### config.mk
export PLATFORM = sky130hd
export DESIGN_NAME = lsu_stage
export DESIGN_NICKNAME = d
export VERILOG_FILES = /design/src/design/lsu_pkg.sv /design/src/design/lsu_stage.sv /design/src/design/lsu_axi_master.sv /design/src/design/lsu_load_extract.sv /design/src/design/lsu_store_align.sv
export SDC_FILE = /design/constraint.sdc
export NUM_CORES = 1
export LEC_CHECK = 0
export BUFFER_PORTS_ARGS = -buffer_cell sky130_fd_sc_hd__buf_2
export CORE_MARGIN = 10
export CORE_UTILIZATION = 49
export CTS_CLUSTER_DIAMETER = 150
export DETAILED_ROUTE_END_ITERATION = 8
export GPL_TIMING_DRIVEN = 0
export PLACE_DENSITY_LB_ADDON = 0.05
export RECOVER_POWER = 100
export SETUP_SLACK_MARGIN = 0.15
export SLEW_MARGIN = 20
export SYNTH_ARGS = -nofsm -noshare
export SYNTH_HDL_FRONTEND = slang
export SYNTH_SLANG_ARGS = --single-unit
### constraint.sdc
create_clock -name clk -period 10.4 [get_ports clk]
set_clock_uncertainty 0.05 [all_clocks]
set_input_delay 2.6 -clock clk [delete_from_list [all_inputs] [get_ports clk]]
set_output_delay 2.6 -clock clk [all_outputs]
set_load 0.01 [all_outputs]
### src/design/lsu_pkg.sv
package lsu_pkg;

    // rv32 data path, rv32e register file
    typedef logic [31:0] xlen_t;
    typedef logic [3:0]  reg_addr_t;
    typedef logic [3:0]  strb_t;
    typedef logic [2:0]  axi_size_t;

    // axsize encodings
    localparam axi_size_t AXI_SIZE_BYTE = 3'h0;
    localparam axi_size_t AXI_SIZE_HALF = 3'h1;
    localparam axi_size_t AXI_SIZE_WORD = 3'h2;

    // access width and signedness of a load or store
    typedef enum logic [2:0] {
        MEM_NONE = 3'd0,
        MEM_B    = 3'd1,
        MEM_BU   = 3'd2,
        MEM_H    = 3'd3,
        MEM_HU   = 3'd4,
        MEM_W    = 3'd5
    } mem_op_t;

    // request from execute
    typedef struct packed {
        logic      mem_read;
        logic      mem_write;
        mem_op_t   mem_op;
        logic      reg_write;
        reg_addr_t rd;
        xlen_t     addr;
        xlen_t     store_data;
        xlen_t     result;     // alu result, used by non-memory ops
    } lsu_req_t;

    // read address channel payload
    typedef struct packed {
        xlen_t     addr;
        axi_size_t size;
    } axi_ar_t;

    // write address channel payload
    typedef struct packed {
        xlen_t     addr;
        axi_size_t size;
    } axi_aw_t;

    // write data channel payload
    typedef struct packed {
        xlen_t data;
        strb_t strb;
    } axi_w_t;

    // to writeback
    typedef struct packed {
        logic      reg_write;
        reg_addr_t rd;
        xlen_t     rd_data;
    } lsu_wb_t;

endpackage
### src/design/lsu_stage.sv
`timescale 1ns/1ps

module lsu_stage (
    input  logic                clk,
    input  logic                rst,

    // execute side
    input  logic                ex_valid,
    input  lsu_pkg::lsu_req_t   ex_req,
    output logic                ex_ready,

    // writeback side
    output logic                wb_valid,
    output lsu_pkg::lsu_wb_t    wb,
    input  logic                wb_ready,

    // hazard forwarding
    output lsu_pkg::reg_addr_t  fwd_rd,
    output logic                fwd_reg_write,
    output logic                fwd_is_load,

    // axi read
    output logic                ar_valid,
    input  logic                ar_ready,
    output lsu_pkg::axi_ar_t    ar,
    input  logic                r_valid,
    input  lsu_pkg::xlen_t      r_data,
    output logic                r_ready,

    // axi write
    output logic                aw_valid,
    input  logic                aw_ready,
    output lsu_pkg::axi_aw_t    aw,
    output logic                w_valid,
    input  logic                w_ready,
    output lsu_pkg::axi_w_t     w,
    input  logic                b_valid
);
    import lsu_pkg::*;

    lsu_req_t  req_q;
    logic      busy;      // axi access outstanding
    logic      held;      // instruction in stage until wb handshake
    logic      accept;
    logic      is_mem;

    xlen_t     st_wdata;
    strb_t     st_wstrb;
    axi_size_t st_size;
    logic      mem_done;
    xlen_t     mem_rdata;
    xlen_t     load_data;

    assign is_mem   = ex_req.mem_read || ex_req.mem_write;
    assign ex_ready = !busy && (!wb_valid || wb_ready);
    assign accept   = ex_valid && ex_ready;

    assign fwd_rd        = held ? req_q.rd : '0;
    assign fwd_reg_write = held && req_q.reg_write;
    assign fwd_is_load   = held && req_q.mem_read;

    lsu_store_align i_store_align (
        .mem_op     (req_q.mem_op),
        .addr       (req_q.addr),
        .store_data (req_q.store_data),
        .wdata      (st_wdata),
        .wstrb      (st_wstrb),
        .size       (st_size)
    );

    // started from the live request, payload read from req_q afterwards
    lsu_axi_master i_axi_master (
        .clk      (clk),
        .rst      (rst),
        .start    (accept && is_mem),
        .is_write (ex_req.mem_write),
        .addr     (req_q.addr),
        .size     (st_size),
        .wdata    (st_wdata),
        .wstrb    (st_wstrb),
        .ar_valid (ar_valid),
        .ar_ready (ar_ready),
        .ar       (ar),
        .r_valid  (r_valid),
        .r_data   (r_data),
        .r_ready  (r_ready),
        .aw_valid (aw_valid),
        .aw_ready (aw_ready),
        .aw       (aw),
        .w_valid  (w_valid),
        .w_ready  (w_ready),
        .w        (w),
        .b_valid  (b_valid),
        .done     (mem_done),
        .rdata    (mem_rdata)
    );

    lsu_load_extract i_load_extract (
        .mem_op    (req_q.mem_op),
        .offset    (req_q.addr[1:0]),
        .rdata     (mem_rdata),
        .load_data (load_data)
    );

    always_ff @(posedge clk) begin
        if (accept) begin
            req_q <= ex_req;
        end
    end

    always_ff @(posedge clk) begin
        if (rst) begin
            busy     <= 1'b0;
            held     <= 1'b0;
            wb_valid <= 1'b0;
        end else begin
            if (accept && is_mem) begin
                busy <= 1'b1;
            end else if (mem_done) begin
                busy <= 1'b0;
            end

            if (accept) begin
                held <= 1'b1;
            end else if (wb_valid && wb_ready) begin
                held <= 1'b0;
            end

            if ((accept && !is_mem) || mem_done) begin
                wb_valid <= 1'b1;
            end else if (wb_ready) begin
                wb_valid <= 1'b0;
            end
        end
    end

    // writeback payload
    always_ff @(posedge clk) begin
        if (accept && !is_mem) begin
            wb.reg_write <= ex_req.reg_write;
            wb.rd        <= ex_req.rd;
            wb.rd_data   <= ex_req.result;
        end else if (mem_done) begin
            wb.reg_write <= req_q.reg_write;
            wb.rd        <= req_q.rd;
            wb.rd_data   <= req_q.mem_read ? load_data : '0; // stores write back zero
        end
    end

endmodule

### src/design/lsu_axi_master.sv
`timescale 1ns/1ps

module lsu_axi_master (
    input  logic               clk,
    input  logic               rst,

    // request from the stage
    input  logic               start,
    input  logic               is_write,
    input  lsu_pkg::xlen_t     addr,
    input  lsu_pkg::axi_size_t size,
    input  lsu_pkg::xlen_t     wdata,
    input  lsu_pkg::strb_t     wstrb,

    // read address / data
    output logic               ar_valid,
    input  logic               ar_ready,
    output lsu_pkg::axi_ar_t   ar,
    input  logic               r_valid,
    input  lsu_pkg::xlen_t     r_data,
    output logic               r_ready,

    // write address / data / response
    output logic               aw_valid,
    input  logic               aw_ready,
    output lsu_pkg::axi_aw_t   aw,
    output logic               w_valid,
    input  logic               w_ready,
    output lsu_pkg::axi_w_t    w,
    input  logic               b_valid,

    output logic               done,
    output lsu_pkg::xlen_t     rdata
);
    import lsu_pkg::*;

    typedef enum logic [1:0] {
        IDLE,
        RD,
        WR
    } state_t;

    state_t state;

    logic aw_done;
    logic w_done;
    logic b_done;
    logic aw_hs;
    logic w_hs;
    logic rd_finish;
    logic wr_finish;

    // payload comes straight from the held request
    assign ar = '{addr: addr, size: size};
    assign aw = '{addr: addr, size: size};
    assign w  = '{data: wdata, strb: wstrb};

    assign r_ready = (state == RD);

    assign aw_hs = aw_valid && aw_ready;
    assign w_hs  = w_valid && w_ready;

    assign rd_finish = (state == RD) && r_valid;
    // channels may complete in any order, count a handshake in this cycle too
    assign wr_finish = (state == WR)
                     && (aw_done || aw_hs)
                     && (w_done || w_hs)
                     && (b_done || b_valid);

    always_ff @(posedge clk) begin
        if (rst) begin
            state    <= IDLE;
            ar_valid <= 1'b0;
            aw_valid <= 1'b0;
            w_valid  <= 1'b0;
            aw_done  <= 1'b0;
            w_done   <= 1'b0;
            b_done   <= 1'b0;
            done     <= 1'b0;
        end else begin
            done <= 1'b0;
            case (state)
                IDLE: begin
                    aw_done <= 1'b0;
                    w_done  <= 1'b0;
                    b_done  <= 1'b0;
                    if (start) begin
                        if (is_write) begin
                            state    <= WR;
                            aw_valid <= 1'b1; // aw and w go out together
                            w_valid  <= 1'b1;
                        end else begin
                            state    <= RD;
                            ar_valid <= 1'b1;
                        end
                    end
                end
                RD: begin
                    if (ar_valid && ar_ready) begin
                        ar_valid <= 1'b0;
                    end
                    if (rd_finish) begin
                        state    <= IDLE;
                        ar_valid <= 1'b0;
                        done     <= 1'b1;
                    end
                end
                WR: begin
                    if (aw_hs) begin
                        aw_valid <= 1'b0;
                        aw_done  <= 1'b1;
                    end
                    if (w_hs) begin
                        w_valid <= 1'b0;
                        w_done  <= 1'b1;
                    end
                    if (b_valid) begin
                        b_done <= 1'b1;   // bready tied high at the slave
                    end
                    if (wr_finish) begin
                        state <= IDLE;
                        done  <= 1'b1;
                    end
                end
                default: state <= IDLE;
            endcase
        end
    end

    // read word, valid alongside done
    always_ff @(posedge clk) begin
        if (rd_finish) begin
            rdata <= r_data;
        end
    end

endmodule

### src/design/lsu_load_extract.sv
`timescale 1ns/1ps

module lsu_load_extract (
    input  lsu_pkg::mem_op_t mem_op,
    input  logic [1:0]       offset,
    input  lsu_pkg::xlen_t   rdata,
    output lsu_pkg::xlen_t   load_data
);
    import lsu_pkg::*;

    logic [7:0]  byte_sel;
    logic [15:0] half_sel;

    // pick the addressed lane
    always_comb begin
        case (offset)
            2'd0:    byte_sel = rdata[7:0];
            2'd1:    byte_sel = rdata[15:8];
            2'd2:    byte_sel = rdata[23:16];
            default: byte_sel = rdata[31:24];
        endcase
    end

    assign half_sel = offset[1] ? rdata[31:16] : rdata[15:0];

    always_comb begin
        case (mem_op)
            MEM_B: begin
                load_data = {{24{byte_sel[7]}}, byte_sel};
            end
            MEM_BU: begin
                load_data = {24'h0, byte_sel};
            end
            MEM_H: begin
                load_data = {{16{half_sel[15]}}, half_sel};
            end
            MEM_HU: begin
                load_data = {16'h0, half_sel};
            end
            default: load_data = rdata; // full word
        endcase
    end

endmodule

### src/design/lsu_store_align.sv
`timescale 1ns/1ps

module lsu_store_align (
    input  lsu_pkg::mem_op_t   mem_op,
    input  lsu_pkg::xlen_t     addr,
    input  lsu_pkg::xlen_t     store_data,
    output lsu_pkg::xlen_t     wdata,
    output lsu_pkg::strb_t     wstrb,
    output lsu_pkg::axi_size_t size
);
    import lsu_pkg::*;

    logic [1:0] offset;

    assign offset = addr[1:0];

    always_comb begin
        case (mem_op)
            MEM_B, MEM_BU: begin
                // byte lands on its own lane
                wdata = {24'h0, store_data[7:0]} << {offset, 3'b000};
                wstrb = 4'b0001 << offset;
                size  = AXI_SIZE_BYTE;
            end
            MEM_H, MEM_HU: begin
                if (offset[1]) begin
                    wdata = {store_data[15:0], 16'h0};
                    wstrb = 4'b1100;
                end else begin
                    wdata = {16'h0, store_data[15:0]};
                    wstrb = 4'b0011;
                end
                size = AXI_SIZE_HALF;
            end
            default: begin // word, also MEM_NONE
                wdata = store_data;
                wstrb = 4'b1111;
                size  = AXI_SIZE_WORD;
            end
        endcase
    end

endmodule

==> run summary, run 1 <==
Synth Flop Type: edfxtp_1
Seq/Total Area, Yosys: 58.2%
H-Tree Depth: 4
Hpwl dp: 20.6 mm
Total Wirelength: 26.2 mm
Most area-consuming cells after synthesis: edfxtp_1 55%, buf_4 6.7%, dfxtp_1 3.1%
Crit end category: output pin
Initial Util: 50.4%
Vias post-DR: 6543
Antenna Nets Post-Route: 0
WL/cell: 21.6 um
First-pass GRT wire length: 39.0 mm
Status: complete, but fails checks
Library cells used by synthesis: 67
Post-route clock period utilization: 61.5%
Max cap viols: 2
Min Tclk post-route: 6400 ps
Lkg Pwr: 3.90 nW
DR pass1 iterations: 7
Nets: 1137
Pwr Total: 1.69 mW
Max Clk Rate: 0.156 GHz
Total CTS buffers: 17
Critical path type: reg -> out
Worst skew pair latency: 430 ps
CTS tree: built
I/O pin cnt: 302
Cells after Synth: 658
Startpoint types: flop
Violated checks: capacitance limit, slew limit
Final Hold Fails: 0
Post-cts hold buffer count: 0
Synth async-reset ratio: 0%
Row count: 45
Slew headroom: -10.7%
Hold Crit Class: reg -> reg
Die footprint: 21200 um2
GRT overflow: 0
CTS root buf: clkbuf_16
Multi-input combinational cell area: 2370 um2
Worst-path clk slew: 60 ps
Cell taking the most area after synthesis: edfxtp_1
Count leader, synth: edfxtp_1
R2R setup slack: 6080 ps
Total track usage: 23.6%
Worst vdd ir: 0.106 mV
Die W: 146 um
Core Region: 15400 um2
Yosys reg bits: 154
Initial antenna violation count: 1
PortBufs: 299
# Post-CTS Setup Buffers: 0
Worst-Margin Slew: 1640 ps
Yosys Warn Count: 0
Endpoints failing setup: 0
Number of synthesized flops with an enable pin: 142
Max FO, Critical Path: 10
Share of the synthesized area in the top cell type: 55.1%
Slew Limit Fails: 40
Post-synthesis area per instance: 11.8 um2
Pin count of the biggest net entering global routing: 32
Area grow syn2layout: 28.2%
Layout cell share with drive strength beyond 1: 31.4%
Num Clock Sinks: 154
Vias per inst: 5.40
Worst endpoint required time: 7750 ps
Post-route DRC: 0
Post-CTS sizing: 0
Die Ht: 146 um
RePlAce Congestion: 0.928
Area of the mapped netlist: 7740 um2
Total power divided by cell area: 170 nW/um2
Unrepaired setup endpoints after global routing: false
Worst EP arrival: 3750 ps
Vias in the first global route: 6297
Sequential Area: 4500 um2
Synth cell count leaders: 142 x edfxtp_1, 69 x buf_4, 57 x nand2_1
Fill cells: 1347
DRT iter0 DRCs: 637
Fin Hold WS: 433 ps
Clk buf depth: 2
## placed cells by master, fill, tap and decap left out, types with 8 or more instances in the layout
| cell type | synthesis | final |
|---|---|---|
| nand2_1 | 57 | 57 |
| clkbuf_4 | 0 | 45 |
| a21oi_1 | 16 | 18 |
| a21boi_0 | 15 | 15 |
| clkbuf_16 | 0 | 17 |
| nor3b_1 | 9 | 9 |
| nor4b_1 | 8 | 8 |
| nor2_1 | 42 | 43 |
| buf_2 | 10 | 198 |
| nand3b_1 | 15 | 15 |
| nor3_1 | 9 | 9 |
| edfxtp_1 | 142 | 142 |
| buf_4 | 69 | 24 |
| a22o_1 | 8 | 8 |
| o21ai_0 | 29 | 38 |
| a22oi_1 | 23 | 23 |
| a222oi_1 | 8 | 8 |
| nor2b_1 | 11 | 11 |
| dfxtp_1 | 12 | 12 |
| inv_1 | 26 | 27 |
| o31ai_1 | 11 | 11 |
| clkbuf_1 | 23 | 148 |
## registers in the layout, indices dropped and copies added (netlist names)
signal and flops:
held 1, i_axi_master.b_done 1, busy 1, wb_valid 1, i_axi_master.w_valid 1, i_axi_master.done 1
wb 37, i_axi_master.w_done 1, i_axi_master.state 2, i_axi_master.aw_valid 1, i_axi_master.aw_done 1, i_axi_master.ar_valid 1
req_q 73, i_axi_master.rdata 32
## cell families after synthesis
logic type	after synthesis	share of synthesized area [%]
and+or+nand+nor	191	13.8
AOI/OAI and AO/OA	165	15.4
DFF	154	58.2
buffers and inverters	135	10.5
muxes	5	0.808
adders and majority gates	4	0.614
xor gates and xnor gates	3	0.582
other	1	0.0484
## report_power, final
part / switching (mW) / total (mW) / internal [mW]
Clock: 0.249 / 0.632 / 0.383
Combinational: 0.182 / 0.302 / 0.120
Sequential: 0.0263 / 0.758 / 0.732
## worst max-delay path, stage by stage, from the launching register on
cell	delay, ps
edfxtp_1	440
clkbuf_1	260
nor2_1	700
o31a_1	230
clkbuf_1	410
clkbuf_1	540
a21oi_1	340
nor2_1	180
clkbuf_1	220
## through the flow
stage	cells	instance area (um2)	setup TNS (ps)	util [%]	setup WS [ps]
final	1212	9930	0	64.6	4000
after global routing	1212	9930	0	64.6	3900
after CTS	1211	10200	0	66.5	4240
after detailed placement	1179	9620	0	62.6	4250
after global placement	1169	9510	-72250	61.8	-1150
after floorplan	659	7750	0	-	1550
## area by class of cell
cell class,count,share of cell area (%)
Buffer,107,6.96
Antenna cell,1,0.0252
Timing Repair Buffer,309,14.1
Multi-Input combinational cell,370,23.9
Clock buffer,20,4.50
Clock inverter,12,1.47
Inverter,28,1.06
Tap cell,211,2.66
Sequential cell,154,45.4
## routing by layer
metal / wire [um] / global-route usage, % / vias to the layer above
met5: 0 / 0 / -
met2: 13300 / 40.7 / 404
met4: 638 / 8.09 / 0
met1: 10200 / 28.5 / 3053
met3: 2050 / 5.22 / 38
li1: - / - / 3048
## path summary, 6_finish.rpt
| path | startpoint | to | cells after the start |
|---|---|---|---|
| hold / removal | i_axi_master.b_done$_SDFFE_PP0P_ | i_axi_master.b_done$_SDFFE_PP0P_ | 2 |
| setup reg to reg | wb_valid$_SDFFE_PP0P_ | req_q[39]$_DFFE_PP_ | 8 |
| hold reg to reg | i_axi_master.b_done$_SDFFE_PP0P_ | i_axi_master.b_done$_SDFFE_PP0P_ | 2 |
| setup / recovery | req_q[101]$_DFFE_PP_ | w[10] | 8 |
Power figures use the tool's default switching activity.
==> run 2, diff against run 1 <==
- clock period: 10.4 -> 6.7 ns (I/O delays scaled with it)
==> run summary, run 2 (synthesis results as in run 1) <==
Status: complete, but fails checks
Violated checks: capacitance limit, slew limit
Post-CTS sizing: 0
DR pass1 iterations: 8
Total Wirelength: 26.4 mm
Post-route DRC: 0
Worst-path clk slew: 60 ps
Slew Limit Fails: 25
Nets: 1133
RePlAce Congestion: 0.897
Worst endpoint required time: 4970 ps
Hold Crit Depth: 2
Max Clk Rate: 0.190 GHz
DRT iter0 DRCs: 576
Clk buf depth: 2
Number of flip-flops under the largest register name: 73
Max FO, Critical Path: 11
Num Clock Sinks: 154
Hold EP: i_axi_master.b_done$_SDFFE_PP0P_
Fill cells: 1318
H-Tree Depth: 4
Sw frac: 27.1%
Slew headroom: -29.5%
Layout cell share with drive strength beyond 1: 30.5%
Total power divided by cell area: 263 nW/um2
Critical path type: reg -> out
Lkg Pwr: 3.86 nW
Vias per inst: 5.51
Die footprint: 21200 um2
Vias post-DR: 6670
PortBufs: 299
Clock share of power: 36.8%
Most frequent cells in the layout: 187 x buf_2, 154 x clkbuf_1, 142 x edfxtp_1, 57 x nand2_1, 43 x nor2_1
Max cap viols: 2
Post-cts hold buffer count: 0
# Post-CTS Setup Buffers: 0
Total track usage: 24.0%
Hold Startpoint: i_axi_master.b_done$_SDFFE_PP0P_
Worst-Margin Slew: 1930 ps
Post-route clock period utilization: 78.3%
CTS root buf: clkbuf_16
R2R setup slack: 2390 ps
Antenna Nets Post-Route: 0
Post-Place Cells: 1175
GRT overflow: 0
Worst vdd ir: 0.153 mV
Register-to-Register Path Depth: 6
Min Tclk post-route: 5250 ps
Row count: 45
Non-Filler Instances: 1211
Initial antenna violation count: 5
Total CTS buffers: 17
Unrepaired setup endpoints after global routing: false
Crit end category: output pin
Hpwl dp: 20.3 mm
Seq pwr share: 45.2%
Most flop-heavy register: req_q
Internal Dissipation: 1.90 mW
Startpoint types: flop
Area grow syn2layout: 28.1%
Pin count of the biggest net entering global routing: 26
Final Hold Fails: 0
Fin Hold WS: 436 ps
Worst skew pair latency: 420 ps
First-pass GRT wire length: 39.9 mm
Gate power share: 18.0%
Endpoints failing setup: 0
Core Region: 15400 um2
WL/cell: 21.8 um
Switching power: 709 uW
Hold Crit Class: reg -> reg
CTS tree: built
Top flop regs: req_q: 73 flops, wb: 37 flops, i_axi_master.rdata: 32 flops
Die Ht: 146 um
Worst EP arrival: 3520 ps
Commonest non-fill, non-tap cell in the layout: buf_2
I/O pin cnt: 302
Critical R2R Capture: req_q[67]$_DFFE_PP_
Vias in the first global route: 6686
R2R Path Start: wb_valid$_SDFFE_PP0P_
Initial Util: 50.4%
Die W: 146 um
-- run 2: cell count changes in the layout (fill, tap and decap cells not counted), sizes merged --
| cell | previous run | this run |
|---|---|---|
| clkinv | 5 | 1 |
| diode | 1 | 4 |
| clkinvlp | 2 | 4 |
| buf | 225 | 224 |
| bufinv | 3 | 2 |
-- run 2: stage by stage --
stage          instance area, um2  TNS (ps)  setup slack, ps  utilization, %  total power, mW
6_report                     9920         0             1450            64.5             2.61
5_1_grt                      9920         0             1110            64.5             2.72
4_1_cts                     10200         0             2290            66.6             2.66
3_3_place_gp                 9510     -2590             -171            61.9             1.67
2_1_floorplan                7750         0             1180               -             1.48
3_5_place_dp                 9650         0             2410            62.8             1.70
-- run 2: final cells by class --
| cell class | count | area [um2] | share of cell area, % |
|---|---|---|---|
| clock inverter | 9 | 113 | 1.14 |
| sequential | 154 | 4500 | 45.4 |
| tap | 211 | 264 | 2.66 |
| clock buffer | 23 | 478 | 4.82 |
| antenna | 4 | 10.0 | 0.101 |
| timing repair buffer | 305 | 1380 | 13.9 |
| multi-input combinational | 370 | 2370 | 23.9 |
| buffer | 107 | 692 | 6.98 |
| inverter | 28 | 105 | 1.06 |
-- run 2: power by group through the flow --
stage / Sequential, mW / Clock (mW) / Combinational [mW]
floorplan: 1.19 / 0 / 0.285
global route: 1.19 / 1.02 / 0.513
CTS: 1.18 / 0.974 / 0.506
global placement: 1.20 / 0 / 0.474
finish: 1.18 / 0.961 / 0.470
detailed placement: 1.20 / 0 / 0.502
-- run 2: worst max path at each step --
| stage | startpoint | to | slack [ps] |
|---|---|---|---|
| 5_1_grt | wb_ready | req_q[99]$_DFFE_PP_ | 1110 |
| 6_report | req_q[101]$_DFFE_PP_ | w[35] | 1450 |
| 3_3_place_gp | wb_ready | i_axi_master.aw_valid$_SDFFE_PP0P_ | -170 |
| 2_1_floorplan | wb_ready | i_axi_master.ar_valid$_SDFFE_PP0P_ | 1180 |
| 4_1_cts | req_q[65]$_DFFE_PP_ | w[15] | 2290 |
| 3_5_place_dp | wb_ready | ex_ready | 2410 |
-- run 2: critical path: stages, from the launching register on --
cell,delay [ps]
edfxtp_1,390
clkbuf_1,350
nor2_1,300
xnor2_1,910
inv_1,390
buf_2,310
a222oi_1,260
inv_1,60
buf_2,140
-- run 2: metal layers --
layer	vias up	share of wire [%]	track usage [%]	routed length, um
met4	0	2.4	8.49	646
met1	3169	40	29.9	10600
li1	3041	-	-	-
met5	-	0	0	0
met2	416	48	38.7	12600
met3	44	9.5	7.26	2520
